--- src/gpu_defs.svh ---
// ****************************************
// Warp geometry and counter widths
// NT_WIDTH must equal clog2(NUM_THREADS)
// ****************************************

`ifndef GPU_DEFS_SVH
`define GPU_DEFS_SVH

// Lanes per warp
`define NUM_THREADS 4

// Bits per lane
`define XLEN 32

`define NT_WIDTH 2

`define PERF_CTR_BITS 16

`define UUID_WIDTH 8

`endif
--- src/gpu_pkg.sv ---
// ****************************************
// Shared types for the issue/execute slice
// SFU op names alias ALU encodings
// ****************************************

`default_nettype none

`include "gpu_defs.svh"

package gpu_pkg;

    typedef logic [`UUID_WIDTH-1:0]           uuid_t;
    typedef logic [`NUM_THREADS-1:0]          tmask_t;
    typedef logic [`NT_WIDTH-1:0]             tid_t;
    typedef logic [4:0]                       reg_t;
    // Lane i sits at bits i*XLEN upward
    typedef logic [`NUM_THREADS*`XLEN-1:0]    lane_vec_t;
    typedef logic [`PERF_CTR_BITS-1:0]        perf_ctr_t;

    typedef enum logic {
        EX_ALU = 1'b0,
        EX_SFU = 1'b1
    } ex_type_e;

    typedef enum logic [2:0] {
        OP_ADD = 3'd0,
        OP_SUB = 3'd1,
        OP_AND = 3'd2,
        OP_OR  = 3'd3,
        OP_XOR = 3'd4,
        OP_SLT = 3'd5
    } op_e;

    // SFU decodes the same field under its own names
    localparam op_e OP_BCAST_LAST = OP_ADD;
    localparam op_e OP_POPC       = OP_SUB;
    localparam op_e OP_VOTE_ANY   = OP_AND;

endpackage

`default_nettype wire

--- src/exec_core.sv ---
// ****************************************
// Issue-to-writeback top level
// Latency 3 cycles without back-pressure
// ****************************************

`timescale 1ns/1ps
`default_nettype none

module exec_core import gpu_pkg::*; (
    input  wire        clk,
    input  wire        reset,
    input  wire        in_valid,
    output logic       in_ready,
    input  wire uuid_t in_uuid,
    input  wire ex_type_e in_ex_type,
    input  wire op_e   in_op,
    input  wire tmask_t in_tmask,
    input  wire reg_t  in_rd,
    input  wire lane_vec_t in_rs1,
    input  wire lane_vec_t in_rs2,
    output logic       out_valid,
    input  wire        out_ready,
    output uuid_t      out_uuid,
    output reg_t       out_rd,
    output tmask_t     out_tmask,
    output lane_vec_t  out_data,
    output perf_ctr_t  perf_stalls_alu,
    output perf_ctr_t  perf_stalls_sfu
);

    // Dispatch to units
    logic      alu_valid, alu_ready, sfu_valid, sfu_ready;
    uuid_t     alu_uuid, sfu_uuid;
    op_e       alu_op, sfu_op;
    tmask_t    alu_tmask, sfu_tmask;
    reg_t      alu_rd, sfu_rd;
    lane_vec_t alu_rs1, alu_rs2, sfu_rs1, sfu_rs2;
    tid_t      sfu_last_tid;

    // Units to arbiter
    logic      alu_res_valid, alu_res_ready, sfu_res_valid, sfu_res_ready;
    uuid_t     alu_res_uuid, sfu_res_uuid;
    reg_t      alu_res_rd, sfu_res_rd;
    tmask_t    alu_res_tmask, sfu_res_tmask;
    lane_vec_t alu_res_data, sfu_res_data;

    dispatch dispatch (.*);

    alu_unit alu_unit (
        .clk (clk), .reset (reset),
        .alu_valid (alu_valid), .alu_ready (alu_ready), .alu_uuid (alu_uuid),
        .alu_op (alu_op), .alu_tmask (alu_tmask), .alu_rd (alu_rd),
        .alu_rs1 (alu_rs1), .alu_rs2 (alu_rs2),
        .res_valid (alu_res_valid), .res_ready (alu_res_ready), .res_uuid (alu_res_uuid),
        .res_rd (alu_res_rd), .res_tmask (alu_res_tmask), .res_data (alu_res_data)
    );

    sfu_unit sfu_unit (
        .clk (clk), .reset (reset),
        .sfu_valid (sfu_valid), .sfu_ready (sfu_ready), .sfu_uuid (sfu_uuid),
        .sfu_op (sfu_op), .sfu_tmask (sfu_tmask), .sfu_rd (sfu_rd),
        .sfu_rs1 (sfu_rs1), .sfu_rs2 (sfu_rs2), .sfu_last_tid (sfu_last_tid),
        .res_valid (sfu_res_valid), .res_ready (sfu_res_ready), .res_uuid (sfu_res_uuid),
        .res_rd (sfu_res_rd), .res_tmask (sfu_res_tmask), .res_data (sfu_res_data)
    );

    commit_arbiter commit_arbiter (.*);

endmodule

`default_nettype wire

--- src/commit_arbiter.sv ---
// ****************************************
// Round-robin merge of ALU and SFU results
// Single registered writeback port
// ****************************************

`timescale 1ns/1ps
`default_nettype none

module commit_arbiter import gpu_pkg::*; (
    input  wire        clk,
    input  wire        reset,
    input  wire        alu_res_valid,
    output logic       alu_res_ready,
    input  wire uuid_t alu_res_uuid,
    input  wire reg_t  alu_res_rd,
    input  wire tmask_t alu_res_tmask,
    input  wire lane_vec_t alu_res_data,
    input  wire        sfu_res_valid,
    output logic       sfu_res_ready,
    input  wire uuid_t sfu_res_uuid,
    input  wire reg_t  sfu_res_rd,
    input  wire tmask_t sfu_res_tmask,
    input  wire lane_vec_t sfu_res_data,
    output logic       out_valid,
    input  wire        out_ready,
    output uuid_t      out_uuid,
    output reg_t       out_rd,
    output tmask_t     out_tmask,
    output lane_vec_t  out_data
);

    logic last_sfu;
    logic out_free;
    logic grant_sfu;
    logic take;

    assign out_free = !out_valid || out_ready;

    // On a tie the side that lost last time goes first
    assign grant_sfu = sfu_res_valid && (!alu_res_valid || !last_sfu);

    assign alu_res_ready = out_free && !grant_sfu;
    assign sfu_res_ready = out_free && grant_sfu;
    assign take = out_free && (alu_res_valid || sfu_res_valid);

    always_ff @(posedge clk) begin
        if (reset) begin
            out_valid <= 1'b0;
            last_sfu  <= 1'b0;
        end else if (out_free) begin
            out_valid <= alu_res_valid || sfu_res_valid;
            if (take) begin
                last_sfu <= grant_sfu;
            end
        end
    end

    always_ff @(posedge clk) begin
        if (take) begin
            out_uuid  <= grant_sfu ? sfu_res_uuid : alu_res_uuid;
            out_rd    <= grant_sfu ? sfu_res_rd : alu_res_rd;
            out_tmask <= grant_sfu ? sfu_res_tmask : alu_res_tmask;
            out_data  <= grant_sfu ? sfu_res_data : alu_res_data;
        end
    end

endmodule

`default_nettype wire

--- src/sfu_unit.sv ---
// ****************************************
// Cross-lane SFU ops, one register stage
// Result word is written to active lanes
// ****************************************

`timescale 1ns/1ps
`default_nettype none

`include "gpu_defs.svh"

module sfu_unit import gpu_pkg::*; (
    input  wire        clk,
    input  wire        reset,
    input  wire        sfu_valid,
    output logic       sfu_ready,
    input  wire uuid_t sfu_uuid,
    input  wire op_e   sfu_op,
    input  wire tmask_t sfu_tmask,
    input  wire reg_t  sfu_rd,
    input  wire lane_vec_t sfu_rs1,
    input  wire lane_vec_t sfu_rs2,
    input  wire tid_t  sfu_last_tid,
    output logic       res_valid,
    input  wire        res_ready,
    output uuid_t      res_uuid,
    output reg_t       res_rd,
    output tmask_t     res_tmask,
    output lane_vec_t  res_data
);

    logic [`XLEN-1:0] popc;
    logic             any;
    logic [`XLEN-1:0] word;
    lane_vec_t        result;

    always_comb begin
        popc = '0;
        any  = 1'b0;
        for (int i = 0; i < `NUM_THREADS; i++) begin
            popc = popc + `XLEN'(sfu_tmask[i]);
            any  = any | (sfu_tmask[i] && (|sfu_rs1[i*`XLEN +: `XLEN]));
        end
        case (sfu_op)
            OP_BCAST_LAST: word = sfu_rs1[sfu_last_tid*`XLEN +: `XLEN];
            OP_POPC:       word = popc;
            OP_VOTE_ANY:   word = `XLEN'(any);
            default:       word = sfu_rs2[sfu_last_tid*`XLEN +: `XLEN];
        endcase
        for (int i = 0; i < `NUM_THREADS; i++) begin
            result[i*`XLEN +: `XLEN] = sfu_tmask[i] ? word : '0;
        end
    end

    assign sfu_ready = !res_valid || res_ready;

    always_ff @(posedge clk) begin
        if (reset) begin
            res_valid <= 1'b0;
        end else if (sfu_ready) begin
            res_valid <= sfu_valid;
        end
    end

    always_ff @(posedge clk) begin
        if (sfu_valid && sfu_ready) begin
            res_uuid  <= sfu_uuid;
            res_rd    <= sfu_rd;
            res_tmask <= sfu_tmask;
            res_data  <= result;
        end
    end

endmodule

`default_nettype wire

--- src/alu_unit.sv ---
// ****************************************
// Per-lane integer ALU, one register stage
// Inactive lanes and unknown ops give 0
// ****************************************

`timescale 1ns/1ps
`default_nettype none

`include "gpu_defs.svh"

module alu_unit import gpu_pkg::*; (
    input  wire        clk,
    input  wire        reset,
    input  wire        alu_valid,
    output logic       alu_ready,
    input  wire uuid_t alu_uuid,
    input  wire op_e   alu_op,
    input  wire tmask_t alu_tmask,
    input  wire reg_t  alu_rd,
    input  wire lane_vec_t alu_rs1,
    input  wire lane_vec_t alu_rs2,
    output logic       res_valid,
    input  wire        res_ready,
    output uuid_t      res_uuid,
    output reg_t       res_rd,
    output tmask_t     res_tmask,
    output lane_vec_t  res_data
);

    lane_vec_t result;

    always_comb begin
        logic [`XLEN-1:0] a;
        logic [`XLEN-1:0] b;
        logic [`XLEN-1:0] r;
        result = '0;
        for (int i = 0; i < `NUM_THREADS; i++) begin
            a = alu_rs1[i*`XLEN +: `XLEN];
            b = alu_rs2[i*`XLEN +: `XLEN];
            r = '0;
            case (alu_op)
                OP_ADD: r = a + b;
                OP_SUB: r = a - b;
                OP_AND: r = a & b;
                OP_OR:  r = a | b;
                OP_XOR: r = a ^ b;
                OP_SLT: r[0] = $signed(a) < $signed(b);
                default: r = '0;
            endcase
            if (alu_tmask[i]) begin
                result[i*`XLEN +: `XLEN] = r;
            end
        end
    end

    // Accept when the output slot is empty or draining
    assign alu_ready = !res_valid || res_ready;

    always_ff @(posedge clk) begin
        if (reset) begin
            res_valid <= 1'b0;
        end else if (alu_ready) begin
            res_valid <= alu_valid;
        end
    end

    always_ff @(posedge clk) begin
        if (alu_valid && alu_ready) begin
            res_uuid  <= alu_uuid;
            res_rd    <= alu_rd;
            res_tmask <= alu_tmask;
            res_data  <= result;
        end
    end

endmodule

`default_nettype wire

--- src/dispatch.sv ---
// ****************************************
// Steers issued warps to ALU or SFU queue
// Empty thread mask yields last_tid 0
// ****************************************

`timescale 1ns/1ps
`default_nettype none

`include "gpu_defs.svh"

module dispatch import gpu_pkg::*; (
    input  wire        clk,
    input  wire        reset,
    input  wire        in_valid,
    output logic       in_ready,
    input  wire uuid_t in_uuid,
    input  wire ex_type_e in_ex_type,
    input  wire op_e   in_op,
    input  wire tmask_t in_tmask,
    input  wire reg_t  in_rd,
    input  wire lane_vec_t in_rs1,
    input  wire lane_vec_t in_rs2,
    output logic       alu_valid,
    input  wire        alu_ready,
    output uuid_t      alu_uuid,
    output op_e        alu_op,
    output tmask_t     alu_tmask,
    output reg_t       alu_rd,
    output lane_vec_t  alu_rs1,
    output lane_vec_t  alu_rs2,
    output logic       sfu_valid,
    input  wire        sfu_ready,
    output uuid_t      sfu_uuid,
    output op_e        sfu_op,
    output tmask_t     sfu_tmask,
    output reg_t       sfu_rd,
    output lane_vec_t  sfu_rs1,
    output lane_vec_t  sfu_rs2,
    output tid_t       sfu_last_tid,
    output perf_ctr_t  perf_stalls_alu,
    output perf_ctr_t  perf_stalls_sfu
);

    localparam int ALU_DW = $bits(uuid_t) + $bits(op_e) + $bits(tmask_t) + $bits(reg_t)
                          + 2 * $bits(lane_vec_t);
    localparam int SFU_DW = ALU_DW + $bits(tid_t);

    tid_t                    last_tid;
    logic                    alu_buf_ready;
    logic                    sfu_buf_ready;
    logic [ALU_DW-1:0]       alu_data;
    logic [SFU_DW-1:0]       sfu_data;
    logic [$bits(op_e)-1:0]  alu_op_bits;
    logic [$bits(op_e)-1:0]  sfu_op_bits;
    logic                    stall;

    // Highest active lane wins
    always_comb begin
        last_tid = '0;
        for (int i = 0; i < `NUM_THREADS; i++) begin
            if (in_tmask[i]) begin
                last_tid = tid_t'(i);
            end
        end
    end

    elastic_buffer #(.DATAW(ALU_DW)) alu_buffer (
        .clk       (clk),
        .reset     (reset),
        .valid_in  (in_valid && (in_ex_type == EX_ALU)),
        .ready_in  (alu_buf_ready),
        .data_in   ({in_uuid, in_op, in_tmask, in_rd, in_rs1, in_rs2}),
        .valid_out (alu_valid),
        .data_out  (alu_data),
        .ready_out (alu_ready)
    );

    elastic_buffer #(.DATAW(SFU_DW)) sfu_buffer (
        .clk       (clk),
        .reset     (reset),
        .valid_in  (in_valid && (in_ex_type == EX_SFU)),
        .ready_in  (sfu_buf_ready),
        .data_in   ({in_uuid, in_op, in_tmask, in_rd, in_rs1, in_rs2, last_tid}),
        .valid_out (sfu_valid),
        .data_out  (sfu_data),
        .ready_out (sfu_ready)
    );

    assign {alu_uuid, alu_op_bits, alu_tmask, alu_rd, alu_rs1, alu_rs2} = alu_data;
    assign alu_op = op_e'(alu_op_bits);
    assign {sfu_uuid, sfu_op_bits, sfu_tmask, sfu_rd, sfu_rs1, sfu_rs2, sfu_last_tid} = sfu_data;
    assign sfu_op = op_e'(sfu_op_bits);

    assign in_ready = (in_ex_type == EX_ALU) ? alu_buf_ready : sfu_buf_ready;

    // Stall cycles charged to the blocked unit type
    assign stall = in_valid && !in_ready;

    always_ff @(posedge clk) begin
        if (reset) begin
            perf_stalls_alu <= '0;
            perf_stalls_sfu <= '0;
        end else if (stall) begin
            if (in_ex_type == EX_ALU) begin
                perf_stalls_alu <= perf_stalls_alu + perf_ctr_t'(1);
            end else begin
                perf_stalls_sfu <= perf_stalls_sfu + perf_ctr_t'(1);
            end
        end
    end

endmodule

`default_nettype wire

--- src/elastic_buffer.sv ---
// ****************************************
// Two-entry valid/ready skid buffer
// Output and ready_in both come from flops
// ****************************************

`timescale 1ns/1ps
`default_nettype none

module elastic_buffer #(
    parameter int DATAW = 8
) (
    input  wire              clk,
    input  wire              reset,
    input  wire              valid_in,
    output logic             ready_in,
    input  wire [DATAW-1:0]  data_in,
    output logic             valid_out,
    output logic [DATAW-1:0] data_out,
    input  wire              ready_out
);

    logic             skid_valid;
    logic [DATAW-1:0] skid_data;
    logic             out_free;

    // Output slot can take a new beat this cycle
    assign out_free = !valid_out || ready_out;

    // Skid entry empty means one more beat fits
    assign ready_in = !skid_valid;

    always_ff @(posedge clk) begin
        if (reset) begin
            valid_out  <= 1'b0;
            skid_valid <= 1'b0;
        end else if (out_free) begin
            if (skid_valid) begin
                valid_out  <= 1'b1;
                skid_valid <= 1'b0;
            end else begin
                valid_out <= valid_in;
            end
        end else if (valid_in && !skid_valid) begin
            // Downstream stalled, park the beat
            skid_valid <= 1'b1;
        end
    end

    always_ff @(posedge clk) begin
        if (out_free) begin
            data_out <= skid_valid ? skid_data : data_in;
        end
        if (!skid_valid) begin
            skid_data <= data_in;
        end
    end

endmodule

`default_nettype wire

--- config.mk ---
export PLATFORM = sky130hd
export DESIGN_NAME = exec_core
export DESIGN_NICKNAME = d
export VERILOG_FILES = /design/src/gpu_pkg.sv /design/src/exec_core.sv /design/src/commit_arbiter.sv /design/src/sfu_unit.sv /design/src/alu_unit.sv /design/src/dispatch.sv /design/src/elastic_buffer.sv
export VERILOG_INCLUDE_DIRS = /design/src
export SDC_FILE = /design/constraint.sdc
export NUM_CORES = 2
export LEC_CHECK = 0
export BUFFER_PORTS_ARGS = -buffer_cell sky130_fd_sc_hd__buf_2
export CAP_MARGIN = 15
export CORE_MARGIN = 2
export CORE_UTILIZATION = 61
export CTS_CLUSTER_SIZE = 16
export DETAILED_ROUTE_END_ITERATION = 10
export MAX_ROUTING_LAYER = met4
export PLACE_DENSITY = 0.85
export SYNTH_ARGS = -nofsm -noshare
export SYNTH_HDL_FRONTEND = slang
export SYNTH_SLANG_ARGS = --single-unit
--- constraint.sdc ---
create_clock -name clk -period 9.9 [get_ports clk]
set_clock_uncertainty 0.2 [all_clocks]
set_input_delay 1.485 -clock clk [delete_from_list [all_inputs] [get_ports clk]]
set_output_delay 1.485 -clock clk [all_outputs]
set_load 0.05 [all_outputs]
# After elaboration in Yosys (flattened, before gate mapping)
# Cells that the tools add are included.
# word_totals
reg_bits	1583
latch_bits	0
ram_bits	0
romBits	0
in_bits	281
out_inout_bits	179
wordCells	138
memories	0
# op_classes
add_sub_neg	13
n_mul	0
n_div	0
n_lt_le_gt_ge	4
eq_ne	7
n_shift	2
n_mux	21
bitwise	16
n_reduce_logical	43
# op_table
op	n
31-bit one-hot mux with 5 select lines	4
278-bit two-way mux	1
276-bit two-way mux	1
128-bit by 8-bit variable part select with 32-bit output	2
32-bit adder	4
32-bit bitwise AND	4
32-bit less-than comparator	4
128-bit two-way mux	1
32-bit bitwise OR	4
32-bit OR reduction	4
32-bit subtractor	4
32-bit bitwise XOR	4
32-bit one-hot mux with 3 select lines	1
32-bit by 1-bit adder with 32-bit output	2
16-bit by 1-bit adder with 16-bit output (second input constant)	2
1-bit one-hot mux with 6 select lines	4
1-bit logical AND	15
1-bit zero test	10
3-bit by 2-bit == test with 1-bit output (second input constant)	3
8-bit two-way mux	1
1-bit logical OR	7
3-bit by 1-bit == test with 1-bit output (second input constant)	2
3-bit == test (second input constant)	2
3-bit zero test	2
other kinds (9)	18

# Longest topological paths before layout
# logic_depth
depth_word	8
depth_mapped	14
depth_no_buf	14

# Hierarchy
# Synthesis repeated with hierarchy kept, for this count alone.
# unflattened
cells_unflattened	6124
hier_area_um2	77307.9
# modules_own_cells
mod	instances	cells_per_inst	area_per_inst_um2	seq_area_each_um2
alu_unit	1	3406	25096.6	4374.2
elastic_buffer (dispatch.sfu_buffer)	1	872	18149.9	13953.4
elastic_buffer (dispatch.alu_buffer)	1	866	18057.3	13853.3
sfu_unit	1	495	7643.6	4374.2
commit_arbiter	1	318	6839.1	4394.2
dispatch	1	167	1521.5	640.6

# Worst setup path before layout
# OpenSTA, ideal clock, no wires.
# synth_timing
path_type	input-to-reg
startpoint	input port out_ready
endpoint	register sfu_unit.res_data[0], enable pin
setup_time_ps	668
arrival_time_ps	8131
t_required_ps	9032
setup_slack_ps	901
cell_stages	3
path_buffers	0
cell_sequence	nand2b_1 > a21boi_0 > nor2b_1
# synth_via
elab_chain_len	4
# synth_lines
element	line_no	text
from (decl)	exec_core.sv:22	input wire out_ready,
1-bit logical OR	commit_arbiter.sv:37	assign out_free = !out_valid || out_ready;
1-bit logical AND	commit_arbiter.sv:43	assign sfu_res_ready = out_free && grant_sfu;
1-bit logical OR	sfu_unit.sv:54	assign sfu_ready = !res_valid || res_ready;
1-bit logical AND	sfu_unit.sv:65	if (sfu_valid && sfu_ready) begin
to (signal assigned)	sfu_unit.sv:69	res_data <= result;
to (decl)	sfu_unit.sv:28	output lane_vec_t res_data
# Every way passes these cells.
# A chain may end at the register's enable or synchronous reset.

# Worst setup path in the final report
# layout_timing
startpoint	register dispatch.alu_buffer.data_out[267]
endpoint	register alu_unit.res_data[93] (data pin)
# layout_via
elab_chain_len	2
word_cells_on_any_way	6
cone_classes	eq/ne: 4; mux: 1; reduce/logical: 1
# layout_lines
element	line_no	text
from (decl)	elastic_buffer.sv:18	output logic [DATAW-1:0] data_out,
from (signal assigned)	elastic_buffer.sv:51	data_out <= skid_valid ? skid_data : data_in;
3-bit == test (tied with other cells)	alu_unit.sv:41	case (alu_op)
31-bit one-hot mux with 5 select lines (*)	alu_unit.sv:41	
to (signal assigned)	alu_unit.sv:72	res_data <= result;
to (decl)	alu_unit.sv:27	output lane_vec_t res_data
# Every way passes the cells marked *; elsewhere a longest branch is shown, timed or not.

==> impl_metrics.tcl <==
set metrics [dict create \
    status "completed" \
    mappedNetlistNets 6814 \
    leakagePower_uw 0.0327 \
    drtIter0Drc 8659 \
    cts_sinks 1583 \
    path_cells "buf_4 > inv_2 > nand2_1 > nor2_4 > buf_4 > o2111ai_1 > a211o_1 > a31oi_1" \
    synth-seq-cells 1583 \
    path_max_fanout 48 \
    tritoncts "built" \
    clockRootBuffer "clkbuf_16" \
    synthFlopType "edfxtp_1" \
    post-route-min-period_ps 4690 \
    io_pins 460 \
    wire_per_inst_um 32.4 \
    stdcell_count 8253 \
    final_net_count 7178 \
    rr_worst_depth 8 \
    drt_first_pass_iters 10 \
    place_hpwl_mm 196 \
    netlist_instances 6136 \
    clkTransAtPathRegs_ps 60 \
    cpMostUsedCell "buf_4" \
    ir_worst_vdd_v 0.000217 \
    antenna_found_initial 31 \
    htreeDepth 4 \
    regArea_mm2 0.0416 \
    finalSetupViolations 0 \
    hold_path_startpoint "dispatch.sfu_buffer.data_out[260]$_DFFE_PP_" \
    critPathBufInv 3 \
    critical_path.top_delay_family "buffers and inverters" \
    grtUsageTotal 0.435 \
    area_delta_synth_final_pct 12.4 \
    routed_wirelength_mm 267 \
    grt_pass1_vias 52000 \
    setup-tns-final_ps 0 \
    port_buffers 459 \
    drive_gt1_frac 0.243 \
    start_util 0.616 \
    die-area_mm2 0.124 \
    relSlewSlack 0.0545 \
    synth_area_mm2 0.0741 \
    worst_setup_path_start_kind "flip-flop" \
    dp_cells 7952 \
    post_cts_buffers 0 \
    grt_pass1_wl_mm 377 \
    max_stage_delay_ps 750 \
    clock_latency_ps 820 \
    report.final.slew_viol_count 0 \
    slowest_stage "buf_4" \
    crit_path_end_kind "flip-flop" \
    whs_ps 212 \
    cts.repair.resized 0 \
    rsz0062_at_grt "no" \
    nFillCells 8278 \
    p_per_area_mw_per_mm2 192 \
    core_area_mm2 0.120 \
    grt_max_degree 148 \
    hold_violations 0 \
    finalWeightedCongestion 1.03 \
    numCtsBuffers 155 \
    die_w_um 353 \
    reg2reg_from "dispatch.alu_buffer.data_out[267]$_DFFE_PP_" \
    worstSetupPathType "reg -> reg" \
    r2r_end "alu_unit.res_data[93]$_SDFFCE_PN0P_" \
    overflow 0 \
    num_rows 127 \
    place_area_mm2 0.0779 \
    via_per_inst 6.60 \
    chipHeight_um 353 \
    ys_warn_count 0 \
    final_cell_mix "edfxtp_1, mux2_2, dfxtp_1" \
    final_common_cell "edfxtp_1" \
    yosysSeqAreaShare 0.561 \
    yosysUniqueCellTypes 92 \
    multiInputGateArea_mm2 0.0298 \
    cts_buffer_depth 3 \
    post-route-period-util 0.474 \
    final_area_mm2 0.0833 \
    antenna_left 0 \
    ctsHoldBuffers 0 \
    drc_errors 0 \
    holdPathEnd "sfu_unit.res_rd[2]$_DFFE_PP_" \
    synth_edf_count 989 \
    max_cap_violations 0 \
    syn-mean-instance-area_um2 12.1 \
    arrival_ps 5150 \
    worstMarginPinSlew_ps 1380 \
    crit_required_ps 10360 \
    r2r_slack_ps 5210 \
    num_vias 54400 \
    synthArstFlopShare 0 \
    hold_depth 0 \
    fmax_ghz 0.213 \
    hp-class "reg -> reg" \
]
[worst max-delay path by stage]
stage	slack, ps	depth (start not counted)	startpoint	endpoint
after detailed placement	5080	6	out_ready	sfu_unit.res_data[16]$_SDFFCE_PN0P_
after global routing	5110	14	dispatch.alu_buffer.data_out[160]$_DFFE_PP_	alu_unit.res_data[62]$_SDFFCE_PN0P_
after floorplan	900	3	out_ready	sfu_unit.res_data[0]$_SDFFCE_PN0P_
after global placement	5180	6	out_ready	sfu_unit.res_data[16]$_SDFFCE_PN0P_
after CTS	5340	9	dispatch.sfu_buffer.data_out[269]$_DFFE_PP_	sfu_unit.res_data[65]$_SDFFCE_PN0P_
final	5210	8	dispatch.alu_buffer.data_out[267]$_DFFE_PP_	alu_unit.res_data[93]$_SDFFCE_PN0P_
[cells by family after synthesis]
kind of cell,after synthesis,synth area share
flip-flops,1583,0.561
AO/OA/AOI/OAI,1256,0.108
AND/OR/NAND/NOR,1228,0.0783
multiplexers,813,0.132
buffers and inverters,742,0.0380
adder cells (fa/ha/maj),397,0.0679
XOR/XNOR,117,0.0138
[layer usage]
metal	wire, µm	part of all wire	global-route usage	vias to the layer above
met1	108000	0.40	0.611	26900
met4	13600	0.051	0.188	0
met5	0	0	-	-
met2	113000	0.42	0.602	3828
met3	33200	0.12	0.106	541
li1	-	-	-	23200
[sequential cells by signal, summed over array words and instances (netlist names), 128 cells and up]
signal / cells
dispatch.alu_buffer.data_out: 276
sfu_unit.res_data: 128
dispatch.sfu_buffer.data_out: 278
alu_unit.res_data: 128
commit_arbiter.out_data: 128
dispatch.sfu_buffer.skid_data: 278
dispatch.alu_buffer.skid_data: 276
[report_power, final]
part	internal (µW)	total, µW	switching (µW)
Combinational	726	2220	1490
Sequential	7360	7580	220
Clock	3520	6190	2670
[synthesized netlist by cell type, drive strengths merged (25+ instances only)]
cell type | instances | area (µm²)
nand4 | 43 | 269
a31oi | 55 | 344
ha | 388 | 4850
o22ai | 30 | 188
nor2b | 45 | 282
xnor2 | 83 | 727
o31ai | 29 | 218
and3 | 25 | 156
a21oi | 423 | 2120
nand3 | 64 | 320
o21bai | 46 | 345
nor4 | 60 | 382
nor3 | 145 | 726
clkbuf | 287 | 1080
o211ai | 76 | 571
mux2 | 699 | 7870
dfxtp | 594 | 11900
buf | 57 | 239
nor2 | 427 | 1600
inv | 395 | 1480
or3 | 28 | 185
mux4 | 64 | 1440
nand2 | 247 | 927
o21ai | 227 | 1140
a21o | 52 | 390
a211oi | 75 | 573
and2 | 78 | 490
edfxtp | 989 | 29700
mux2i | 50 | 500
nand2b | 28 | 175
xor2 | 34 | 298
[per-stage QoR]
step | utilization | total power, µW | setup WS, ps
finish | 0.693 | 16000 | 5210
global route | 0.693 | 16400 | 5110
CTS | 0.692 | 15900 | 5340
detailed placement | 0.648 | 9810 | 5080
global placement | 0.648 | 9770 | 5180
floorplan | - | 8940 | 901
[worst register-to-register path, delay by kind of cell, from the launching register on]
kind / cells / cell delay [ps]
flip-flops: 1 / 350
AND/OR/NAND/NOR: 2 / 1380
AO/OA/AOI/OAI: 3 / 860
buffers and inverters: 3 / 1740
[layout make-up]
cell class,count,area share
Inverter,398,0.0179
Sequential cell,1583,0.499
Clock buffer,216,0.0523
Timing Repair Buffer,551,0.0367
Antenna cell,8,0.000240
Tap cell,1612,0.0242
Multi-Input combinational cell,3811,0.358
Clock inverter,74,0.0118
(Power assumes the default switching activity.)
